<file path="src/design/img_pkg.sv">
`default_nettype none

package img_pkg;

   // command bytes on the link
   localparam logic [7:0] CMD_PARAM           = 8'd0;
   localparam logic [7:0] CMD_SEND_IMG        = 8'd1;
   localparam logic [7:0] CMD_READ_IMG        = 8'd2;
   localparam logic [7:0] CMD_GET_STATUS      = 8'd3;
   localparam logic [7:0] CMD_APPLY_ADD       = 8'd4;
   localparam logic [7:0] CMD_APPLY_THRESHOLD = 8'd5;
   localparam logic [7:0] CMD_SWITCH_BUFFERS  = 8'd6;
   localparam logic [7:0] CMD_APPLY_INVERT    = 8'd8;
   localparam logic [7:0] CMD_APPLY_MULT      = 8'd14;

   // pixel operation select
   localparam logic [1:0] OP_ADD       = 2'd0;
   localparam logic [1:0] OP_THRESHOLD = 2'd1;
   localparam logic [1:0] OP_INVERT    = 2'd2;
   localparam logic [1:0] OP_MULT      = 2'd3;

   localparam int ADDR_W  = 32;  // byte address
   localparam int WORD_W  = 16;  // two pixels, low byte first
   localparam int PIXEL_W = 8;
   localparam int DIM_W   = 16;

   // small second buffer, enough for simulation images
   localparam logic [ADDR_W-1:0] BUFFER2_LOCATION = 32'd512;

   localparam logic [7:0] STATUS_BYTE0 = 8'h11;  // bit 0 carries busy
   localparam logic [7:0] STATUS_BYTE1 = 8'h22;
   localparam logic [7:0] STATUS_BYTE2 = 8'h33;
   localparam logic [7:0] STATUS_BYTE3 = 8'h44;

   localparam int FRAC_BITS = 4;  // fixed-point fraction of mult result

endpackage

`default_nettype wire

</file>
<file path="src/design/command_decoder.sv">
`timescale 1ns/1ps
`default_nettype none

module command_decoder import img_pkg::*; (
   input  wire logic               clk,
   input  wire logic               reset,
   input  wire logic [7:0]         comm_cmd,
   input  wire logic [7:0]         comm_data_in,
   input  wire logic               comm_data_in_valid,
   input  wire logic               proc_busy,
   output logic                    dec_wr,
   output logic [ADDR_W-1:0]       dec_addr,
   output logic [WORD_W-1:0]       dec_data,
   output logic                    proc_start,
   output logic [1:0]              op,
   output logic [DIM_W-1:0]        pixel_count,
   output logic [ADDR_W-1:0]       proc_base,
   output logic [DIM_W-1:0]        add_value,
   output logic                    clamp,
   output logic [PIXEL_W-1:0]      thr_value,
   output logic [PIXEL_W-1:0]      thr_replace,
   output logic                    thr_upper,
   output logic [PIXEL_W-1:0]      mult_value,
   output logic                    read_start,
   output logic [ADDR_W-1:0]       read_base,
   output logic                    status_start
);

   logic               active;   // collecting bytes for cur_cmd
   logic [7:0]         cur_cmd;
   logic [DIM_W-1:0]   cnt;      // bytes taken since the command
   logic [ADDR_W-1:0]  wr_addr;
   logic [PIXEL_W-1:0] lo_byte;
   logic [DIM_W-1:0]   img_width;
   logic [DIM_W-1:0]   img_height;
   logic [ADDR_W-1:0]  input_base;
   logic [ADDR_W-1:0]  storage_base;
   logic               blocked;

   assign pixel_count = DIM_W'(img_width * img_height);
   assign proc_base   = storage_base;
   assign read_base   = input_base;
   // proc_start covers the cycle before busy shows up
   assign blocked     = proc_busy | proc_start;

   always_ff @(posedge clk) begin
      dec_wr       <= 1'b0;
      proc_start   <= 1'b0;
      read_start   <= 1'b0;
      status_start <= 1'b0;
      if (reset) begin
         active       <= 1'b0;
         img_width    <= '0;
         img_height   <= '0;
         input_base   <= '0;
         storage_base <= BUFFER2_LOCATION;
      end else if (comm_data_in_valid && !active) begin
         cnt     <= '0;
         cur_cmd <= comm_cmd;
         wr_addr <= input_base;
         if (comm_cmd == CMD_GET_STATUS) begin
            status_start <= 1'b1;   // allowed while busy
         end else if (!blocked) begin
            case (comm_cmd)
               CMD_PARAM: begin
                  active       <= 1'b1;
                  input_base   <= '0;
                  storage_base <= BUFFER2_LOCATION;
               end
               CMD_SEND_IMG, CMD_APPLY_ADD, CMD_APPLY_THRESHOLD, CMD_APPLY_MULT:
                  active <= 1'b1;
               CMD_READ_IMG: read_start <= 1'b1;
               CMD_SWITCH_BUFFERS: begin
                  input_base   <= storage_base;
                  storage_base <= input_base;
               end
               CMD_APPLY_INVERT: begin
                  op         <= OP_INVERT;
                  proc_start <= 1'b1;
               end
               default: ;
            endcase
         end
      end else if (comm_data_in_valid) begin
         cnt <= cnt + 1'b1;
         case (cur_cmd)
            CMD_PARAM: begin
               // width then height, low byte first
               case (cnt[1:0])
                  2'd0: img_width[7:0]   <= comm_data_in;
                  2'd1: img_width[15:8]  <= comm_data_in;
                  2'd2: img_height[7:0]  <= comm_data_in;
                  default: begin
                     img_height[15:8] <= comm_data_in;
                     active           <= 1'b0;
                  end
               endcase
            end
            CMD_SEND_IMG: begin
               wr_addr <= wr_addr + 1'b1;
               if (!wr_addr[0]) begin
                  lo_byte <= comm_data_in;
               end else begin
                  dec_wr   <= 1'b1;   // full word on each odd byte
                  dec_addr <= {wr_addr[ADDR_W-1:1], 1'b0};
                  dec_data <= {comm_data_in, lo_byte};
               end
               if (cnt == pixel_count - 1'b1)
                  active <= 1'b0;
            end
            CMD_APPLY_ADD: begin
               case (cnt[1:0])
                  2'd0: add_value[7:0]  <= comm_data_in;
                  2'd1: add_value[15:8] <= comm_data_in;
                  default: begin
                     clamp      <= comm_data_in[0];
                     op         <= OP_ADD;
                     proc_start <= 1'b1;
                     active     <= 1'b0;
                  end
               endcase
            end
            CMD_APPLY_THRESHOLD: begin
               case (cnt[1:0])
                  2'd0: thr_value   <= comm_data_in;
                  2'd1: thr_replace <= comm_data_in;
                  default: begin
                     thr_upper  <= comm_data_in[0];
                     op         <= OP_THRESHOLD;
                     proc_start <= 1'b1;
                     active     <= 1'b0;
                  end
               endcase
            end
            default: begin   // mult: factor, then clamp flag
               if (cnt[0] == 1'b0) begin
                  mult_value <= comm_data_in;
               end else begin
                  clamp      <= comm_data_in[0];
                  op         <= OP_MULT;
                  proc_start <= 1'b1;
                  active     <= 1'b0;
               end
            end
         endcase
      end
   end

endmodule

`default_nettype wire

</file>
<file path="src/design/memory_port.sv">
`timescale 1ns/1ps
`default_nettype none

module memory_port import img_pkg::*; (
   input  wire logic              clk,
   input  wire logic              reset,
   input  wire logic              dec_wr,
   input  wire logic [ADDR_W-1:0] dec_addr,
   input  wire logic [WORD_W-1:0] dec_data,
   input  wire logic              proc_rd,
   input  wire logic              proc_wr,
   input  wire logic [ADDR_W-1:0] proc_addr,
   input  wire logic [WORD_W-1:0] proc_data,
   input  wire logic              stream_rd,
   input  wire logic [ADDR_W-1:0] stream_addr,
   output logic [ADDR_W-1:0]      addr,
   output logic                   rd_en,
   output logic                   wr_en,
   output logic [WORD_W-1:0]      data_write,
   input  wire logic              data_read_valid,
   output logic                   proc_rd_valid,
   output logic                   stream_rd_valid
);

   logic rd_owner_proc;   // who issued the last read

   always_ff @(posedge clk) begin
      if (dec_wr) begin
         addr       <= dec_addr;
         data_write <= dec_data;
      end else if (proc_rd || proc_wr) begin
         addr       <= proc_addr;
         data_write <= proc_data;
      end else if (stream_rd) begin
         addr <= stream_addr;
      end

      if (reset) begin
         rd_en         <= 1'b0;
         wr_en         <= 1'b0;
         rd_owner_proc <= 1'b0;
      end else begin
         rd_en <= proc_rd | stream_rd;
         wr_en <= dec_wr | proc_wr;
         if (proc_rd)
            rd_owner_proc <= 1'b1;
         else if (stream_rd)
            rd_owner_proc <= 1'b0;
      end
   end

   assign proc_rd_valid   = data_read_valid & rd_owner_proc;
   assign stream_rd_valid = data_read_valid & ~rd_owner_proc;

   // the three requesters never overlap
   a_one_requester: assert property (@(posedge clk) disable iff (reset)
      $onehot0({dec_wr, proc_rd, proc_wr, stream_rd}));

endmodule

`default_nettype wire

</file>
<file path="src/design/pixel_op_unit.sv">
`timescale 1ns/1ps
`default_nettype none

module pixel_op_unit import img_pkg::*; (
   input  wire logic [1:0]         op,
   input  wire logic [PIXEL_W-1:0] pixel_in,
   input  wire logic [DIM_W-1:0]   add_value,
   input  wire logic               clamp,
   input  wire logic [PIXEL_W-1:0] thr_value,
   input  wire logic [PIXEL_W-1:0] thr_replace,
   input  wire logic               thr_upper,
   input  wire logic [PIXEL_W-1:0] mult_value,
   output logic [PIXEL_W-1:0]      pixel_out
);

   logic [WORD_W-1:0] sum;
   logic [WORD_W-1:0] prod;
   logic [WORD_W-1:0] scaled;
   logic              thr_hit;

   // low byte, or saturate to 0..255 when reading v as signed
   function automatic logic [PIXEL_W-1:0] clamp_byte(input logic [WORD_W-1:0] v,
                                                     input logic en);
      if (en && $signed(v) > 255)
         return 8'hff;
      else if (en && $signed(v) < 0)
         return 8'h00;
      else
         return v[PIXEL_W-1:0];
   endfunction

   assign sum    = {8'b0, pixel_in} + add_value;
   assign prod   = pixel_in * mult_value;              // 8x8 unsigned
   assign scaled = WORD_W'($signed(prod) >>> FRAC_BITS);   // bits 15..4, sign kept
   assign thr_hit = thr_upper ? (pixel_in >= thr_value) : (pixel_in <= thr_value);

   always_comb begin
      case (op)
         OP_ADD:       pixel_out = clamp_byte(sum, clamp);
         OP_THRESHOLD: pixel_out = thr_hit ? thr_replace : pixel_in;
         OP_INVERT:    pixel_out = ~pixel_in;
         default:      pixel_out = clamp_byte(scaled, clamp);
      endcase
   end

endmodule

`default_nettype wire

</file>
<file path="src/design/pixel_processor.sv">
`timescale 1ns/1ps
`default_nettype none

module pixel_processor import img_pkg::*; (
   input  wire logic               clk,
   input  wire logic               reset,
   input  wire logic               proc_start,
   input  wire logic [1:0]         op,
   input  wire logic [DIM_W-1:0]   pixel_count,
   input  wire logic [ADDR_W-1:0]  proc_base,
   input  wire logic [DIM_W-1:0]   add_value,
   input  wire logic               clamp,
   input  wire logic [PIXEL_W-1:0] thr_value,
   input  wire logic [PIXEL_W-1:0] thr_replace,
   input  wire logic               thr_upper,
   input  wire logic [PIXEL_W-1:0] mult_value,
   input  wire logic               proc_rd_valid,
   input  wire logic [WORD_W-1:0]  data_read,
   output logic                    proc_rd,
   output logic                    proc_wr,
   output logic [ADDR_W-1:0]       proc_addr,
   output logic [WORD_W-1:0]       proc_data,
   output logic                    proc_busy
);

   logic               waiting;    // read out, valid not yet back
   logic [DIM_W-1:0]   remaining;
   logic [ADDR_W-1:0]  word_addr;
   logic [PIXEL_W-1:0] lo_out;
   logic [PIXEL_W-1:0] hi_out;

   pixel_op_unit u_lo (
      .op, .pixel_in(data_read[7:0]), .add_value, .clamp, .thr_value, .thr_replace,
      .thr_upper, .mult_value, .pixel_out(lo_out)
   );

   pixel_op_unit u_hi (
      .op, .pixel_in(data_read[15:8]), .add_value, .clamp, .thr_value, .thr_replace,
      .thr_upper, .mult_value, .pixel_out(hi_out)
   );

   always_ff @(posedge clk) begin
      proc_rd <= 1'b0;
      proc_wr <= 1'b0;
      if (reset) begin
         proc_busy <= 1'b0;
         waiting   <= 1'b0;
      end else if (proc_start) begin
         proc_busy <= 1'b1;
         waiting   <= 1'b0;
         remaining <= pixel_count;
         word_addr <= proc_base;
      end else if (proc_busy) begin
         if (proc_wr) begin
            if (remaining == '0)
               proc_busy <= 1'b0;   // drops right after the last write
         end else if (!waiting) begin
            proc_rd   <= 1'b1;
            proc_addr <= word_addr;
            waiting   <= 1'b1;
         end else if (proc_rd_valid) begin
            proc_wr   <= 1'b1;       // same address as the read
            proc_data <= {hi_out, lo_out};
            waiting   <= 1'b0;
            word_addr <= word_addr + ADDR_W'(2);
            remaining <= remaining - DIM_W'(2);
         end
      end
   end

   // decoder holds off memory commands until the sweep ends
   a_no_restart: assert property (@(posedge clk) disable iff (reset)
      proc_start |-> !proc_busy);

endmodule

`default_nettype wire

</file>
<file path="src/design/image_streamer.sv">
`timescale 1ns/1ps
`default_nettype none

module image_streamer import img_pkg::*; (
   input  wire logic              clk,
   input  wire logic              reset,
   input  wire logic              read_start,
   input  wire logic [ADDR_W-1:0] read_base,
   input  wire logic [DIM_W-1:0]  pixel_count,
   input  wire logic              status_start,
   input  wire logic              proc_busy,
   input  wire logic              stream_rd_valid,
   input  wire logic [WORD_W-1:0] data_read,
   input  wire logic              comm_data_out_free,
   output logic                   stream_rd,
   output logic [ADDR_W-1:0]      stream_addr,
   output logic [7:0]             comm_data_out,
   output logic                   comm_data_out_valid
);

   logic              reading;
   logic              waiting;
   logic              have_word;
   logic              hi_next;      // low byte already sent
   logic [DIM_W-1:0]  remaining;
   logic [ADDR_W-1:0] rd_addr;
   logic [WORD_W-1:0] word;
   logic [2:0]        status_left;

   always_ff @(posedge clk) begin
      stream_rd           <= 1'b0;
      comm_data_out_valid <= 1'b0;
      if (reset) begin
         reading     <= 1'b0;
         waiting     <= 1'b0;
         have_word   <= 1'b0;
         status_left <= '0;
      end else begin
         if (status_start)
            status_left <= 3'd4;
         if (read_start) begin
            reading   <= 1'b1;
            waiting   <= 1'b0;
            have_word <= 1'b0;
            remaining <= pixel_count;
            rd_addr   <= read_base;
         end else if (reading && !waiting && !have_word) begin
            stream_rd   <= 1'b1;
            stream_addr <= rd_addr;
            rd_addr     <= rd_addr + ADDR_W'(2);
            waiting     <= 1'b1;
         end else if (waiting && stream_rd_valid) begin
            word      <= data_read;
            have_word <= 1'b1;
            hi_next   <= 1'b0;
            waiting   <= 1'b0;
         end

         // status takes the link first, readout holds its place meanwhile
         if (comm_data_out_free && status_left != '0) begin
            comm_data_out_valid <= 1'b1;
            status_left         <= status_left - 1'b1;
            case (status_left)
               3'd4:    comm_data_out <= {STATUS_BYTE0[7:1], proc_busy};
               3'd3:    comm_data_out <= STATUS_BYTE1;
               3'd2:    comm_data_out <= STATUS_BYTE2;
               default: comm_data_out <= STATUS_BYTE3;
            endcase
         end else if (comm_data_out_free && have_word) begin
            comm_data_out_valid <= 1'b1;
            comm_data_out       <= hi_next ? word[15:8] : word[7:0];
            hi_next             <= ~hi_next;
            remaining           <= remaining - 1'b1;
            if (hi_next)
               have_word <= 1'b0;
            if (remaining == DIM_W'(1)) begin
               reading   <= 1'b0;   // last byte of the image
               have_word <= 1'b0;
            end
         end
      end
   end

endmodule

`default_nettype wire

</file>
<file path="src/design/image_proc_top.sv">
`timescale 1ns/1ps
`default_nettype none

module image_proc_top import img_pkg::*; (
   input  wire logic              clk,
   input  wire logic              reset,
   output logic [ADDR_W-1:0]      addr,
   output logic                   wr_en,
   output logic                   rd_en,
   input  wire logic [WORD_W-1:0] data_read,
   input  wire logic              data_read_valid,
   output logic [WORD_W-1:0]      data_write,
   input  wire logic [7:0]        comm_cmd,
   input  wire logic [7:0]        comm_data_in,
   input  wire logic              comm_data_in_valid,
   output logic [7:0]             comm_data_out,
   output logic                   comm_data_out_valid,
   input  wire logic              comm_data_out_free
);

   logic               dec_wr;
   logic [ADDR_W-1:0]  dec_addr;
   logic [WORD_W-1:0]  dec_data;
   logic               proc_start, clamp, thr_upper, read_start, status_start;
   logic [1:0]         op;
   logic [DIM_W-1:0]   pixel_count, add_value;
   logic [ADDR_W-1:0]  proc_base, read_base;
   logic [PIXEL_W-1:0] thr_value, thr_replace, mult_value;
   logic               proc_rd, proc_wr, proc_busy, proc_rd_valid;
   logic [ADDR_W-1:0]  proc_addr, stream_addr;
   logic [WORD_W-1:0]  proc_data;
   logic               stream_rd, stream_rd_valid;

   command_decoder u_decoder (
      .clk, .reset, .comm_cmd, .comm_data_in, .comm_data_in_valid, .proc_busy,
      .dec_wr, .dec_addr, .dec_data, .proc_start, .op, .pixel_count, .proc_base,
      .add_value, .clamp, .thr_value, .thr_replace, .thr_upper, .mult_value,
      .read_start, .read_base, .status_start
   );

   memory_port u_memory_port (
      .clk, .reset, .dec_wr, .dec_addr, .dec_data, .proc_rd, .proc_wr, .proc_addr,
      .proc_data, .stream_rd, .stream_addr, .addr, .rd_en, .wr_en, .data_write,
      .data_read_valid, .proc_rd_valid, .stream_rd_valid
   );

   pixel_processor u_processor (
      .clk, .reset, .proc_start, .op, .pixel_count, .proc_base, .add_value, .clamp,
      .thr_value, .thr_replace, .thr_upper, .mult_value, .proc_rd_valid, .data_read,
      .proc_rd, .proc_wr, .proc_addr, .proc_data, .proc_busy
   );

   image_streamer u_streamer (
      .clk, .reset, .read_start, .read_base, .pixel_count, .status_start, .proc_busy,
      .stream_rd_valid, .data_read, .comm_data_out_free, .stream_rd, .stream_addr,
      .comm_data_out, .comm_data_out_valid
   );

endmodule

`default_nettype wire

</file>
<file path="config.mk">
export PLATFORM = sky130hd
export DESIGN_NAME = image_proc_top
export DESIGN_NICKNAME = d
export VERILOG_FILES = /design/src/design/img_pkg.sv /design/src/design/command_decoder.sv /design/src/design/memory_port.sv /design/src/design/pixel_op_unit.sv /design/src/design/pixel_processor.sv /design/src/design/image_streamer.sv /design/src/design/image_proc_top.sv
export SDC_FILE = /design/constraint.sdc
export NUM_CORES = 2
export LEC_CHECK = 0
export BUFFER_PORTS_ARGS = -buffer_cell sky130_fd_sc_hd__clkbuf_2
export CAP_MARGIN = 20
export CORE_ASPECT_RATIO = 1.1
export CORE_UTILIZATION = 54
export CTS_CLUSTER_DIAMETER = 50
export DETAILED_ROUTE_END_ITERATION = 8
export PLACE_DENSITY = 0.7
export SETUP_SLACK_MARGIN = 0.05
export SYNTH_ARGS = -nofsm -noshare
export SYNTH_HDL_FRONTEND = slang
export SYNTH_SLANG_ARGS = --single-unit
</file>
<file path="constraint.sdc">
create_clock -name clk -period 8.2 [get_ports clk]
set_input_delay 0.82 -clock clk [delete_from_list [all_inputs] [get_ports clk]]
set_output_delay 0.82 -clock clk [all_outputs]
set_load 0.1 [all_outputs]
</file>
==> impl_metrics.json <==
{
  "status": "finished, final reports clean",
  "postCtsSetupRepairBufs": 0,
  "fin_crit_ps": 6370,
  "grt_pass1_vias": 23300,
  "use_met2_pct": 45.1,
  "final-setup-viol-count": 0,
  "endpoint_kind": "register",
  "start_util_pct": 54.6,
  "cts_max_path_buffers": 3,
  "synth_edf_count": 404,
  "numPortBuffers": 95,
  "ioPinCount": 96,
  "rows": 93,
  "max_freq_mhz": 157,
  "numCtsBuffers": 59,
  "required_ps": 8730,
  "nFillCells": 4800,
  "synth.area.top_cells": "edfxtp_1, fa_1, dfxtp_1, ha_1, nand2_1",
  "rsz0062_at_grt": "false",
  "skew_ps": 50.5,
  "postCtsHoldBufs": 0,
  "cp.arrival_ps": 6900,
  "worst_slack_ps": 1830,
  "core-area_um2": 58400,
  "p_leak_nw": 13.7,
  "irDropWorstVdd_mv": 0.179,
  "wl_mm": 79.8,
  "wl_per_cell_um": 20.3,
  "grt_first_pass_wirelength_mm": 126,
  "routed-via-count": 23197,
  "drt_iter0_drc": 1841,
  "gr-usage-met1_pct": 36.4,
  "hold_path.class": "register to register",
  "synth_cell_type_count": 78,
  "cts.reportedPaths.clkPinSlew_ps": 70,
  "place_ws_ps": 1670,
  "area_growth_pct": 10.3,
  "vias_per_cell": 5.89,
  "hold_viol": 0,
  "stdcell_area_um2": 35200,
  "drive_gt1_share_pct": 8.24,
  "met3_usage_pct": 3.37,
  "ys.flop_type": "edfxtp_1",
  "finalMaxSlewViolations": 0,
  "grt_max_degree": 95,
  "maxCapViolCount": 0,
  "fin_crit_sh_pct": 77.7,
  "relSlewSlack_pct": 19.0,
  "synth_top_area_share_pct": 38.0,
  "syn_area_per_cell_um2": 10.3,
  "final_nets": 3482,
  "die-area_um2": 60000,
  "crit_path_start_kind": "register",
  "async_flop_share_pct": 0,
  "diodes": 0,
  "power_density_nw_per_um2": 185,
  "gp_congestion": 0.917,
  "ff_latch_area_um2": 14500,
  "ys_ff_latch": 520,
  "cts_max_level": 2,
  "die_w_um": 234,
  "multi_input_area_um2": 16000,
  "finish.utilization_pct": 60.2,
  "die_y_um": 257,
  "overflow": 0,
  "yosysTopAreaCell": "edfxtp_1",
  "clock_latency_ps": 650,
  "worst_slew_pin_slew_ps": 1200,
  "crit_fanout": 13,
  "dp_hpwl_mm": 56.2,
  "drtAntennaViolNets": 0,
  "fin_setup_tns_ps": 0,
  "route.detailed.drc": 0,
  "cts_tree": "built",
  "netlist_instances": 3084,
  "grt_use_total_pct": 27.0,
  "antenna_found_initial": 5,
  "critPathKind": "register to register",
  "cts_resized": 0,
  "holdWs_ps": 420,
  "placed_cell_area_um2": 33100,
  "yosys_warnings": 0,
  "clockRootBuffer": "clkbuf_16",
  "clock-sinks": 520,
  "dr.pass1.iters": 7,
  "gr-max-usage-layer": "met2",
  "ys_seq_area_share_pct": 45.3,
  "syn_nets": 3438,
  "synth_area_um2": 31900
}
## worst max-delay path, cell delays in order, from the launching register on
cell and delay (ps):
dfxtp_1 650, nand2_1 150, fa_1 480, fa_1 510
inv_1 50, fa_1 490, fa_1 560, inv_1 60
fa_1 520, fa_1 450, xor2_1 160, xnor2_1 220
xnor2_1 110, xnor2_1 250, xnor3_1 450, xnor2_1 500
xnor3_1 420, o2bb2ai_1 150, a31oi_1 80
## layer usage
metal	up-vias	wire length [um]	share of wire [%]
met3	138	5150	6.5
li1	10781	-	-
met5	-	51	0.064
met2	762	38700	49
met4	8	2360	3.0
met1	11508	33500	42
## power by group
group | switching [W] | internal, W | leakage [nW] | total (W)
sequential | 0.0000324 | 0.00286 | 4.62 | 0.00289
clock | 0.00113 | 0.00169 | 1.03 | 0.00282
combinational | 0.000510 | 0.000299 | 8.07 | 0.000809
## flip-flops by register name, summed over array words and instances (netlist names), 31 cells and up
signal                  flops
u_decoder.dec_addr         31
u_decoder.wr_addr          32
u_memory_port.addr         32
u_decoder.read_base        32
u_streamer.rd_addr         32
u_decoder.proc_base        32
u_streamer.stream_addr     32
u_processor.word_addr      32
u_processor.proc_addr      32
## cell usage in the layout (no fill, tap or decap), types with 9 or more instances in the layout
cell,instances
o21bai_1,10
a21o_1,22
nand2b_1,15
nand3_1,106
nand2_1,393
nor2_1,196
a31oi_1,15
o21ai_0,183
inv_1,258
xor2_1,94
nor3_1,44
or3_1,17
o22ai_1,11
edfxtp_1,404
nand4_1,17
a21oi_1,109
mux2i_1,48
and3_1,32
ha_1,163
a32oi_1,11
a211oi_1,11
a22oi_1,72
fa_1,154
nor2b_1,10
buf_4,22
xnor2_1,105
bufinv_16,9
o31ai_1,9
clkbuf_16,61
clkbuf_2,94
and2_1,162
o21a_1,12
dfxtp_1,113
clkbuf_1,12
mux2_2,21
nor4_1,17
## synth_stat cells (21+ instances only)
master    number
edfxtp_1     404
a21o_1        22
mux2_2        21
dfxtp_1      116
and3_1        33
o21ai_0      183
xor2_1        94
fa_1         154
nor3_1        45
inv_1        258
xnor2_1      105
nand3_1      106
nand2_1      394
clkbuf_1     120
a21oi_1      111
and2_1       162
nor2_1       199
ha_1         163
a22oi_1       72
mux2i_1       48
## metrics by stage
| stage | instances | total power (W) |
|---|---|---|
| 2_1_floorplan | 3084 | 0.00353 |
| 3_3_place_gp | 3826 | 0.00373 |
| 3_5_place_dp | 3826 | 0.00376 |
| 4_1_cts | 3938 | 0.00655 |
| 5_1_grt | 3939 | 0.00675 |
| 6_report | 3939 | 0.00652 |
## cell type report
class / count / area share, %
multi-input cells: 2170 / 45.6
flip-flops and latches: 520 / 41.1
clock buffers: 75 / 4.55
inverters: 261 / 2.78
well taps: 760 / 2.70
repair buffers: 116 / 1.81
clock inverters: 37 / 1.48
## logic make-up after synthesis
| logic type | Yosys count | share of synthesized area (%) |
|---|---|---|
| flops | 520 | 45.3 |
| mux | 69 | 2.25 |
| compound gates | 524 | 10.3 |
| xor+xnor | 201 | 5.61 |
| buf+inv | 394 | 4.65 |
| fa+ha+maj | 317 | 16.1 |
| simple gates | 1059 | 15.8 |
## worst paths after layout
kind	slack, ps	endpoint	start	cells after the start
worst max register to register	1830	u_decoder.active	u_decoder.img_width[4]	18
worst min register to register	420	u_decoder.dec_data[5]	u_decoder.lo_byte[5]	0
worst min-delay path	420	u_decoder.dec_data[5]	u_decoder.lo_byte[5]	0
worst max-delay path	1830	u_decoder.active	u_decoder.img_width[4]	18
(Power assumes the default switching activity.)
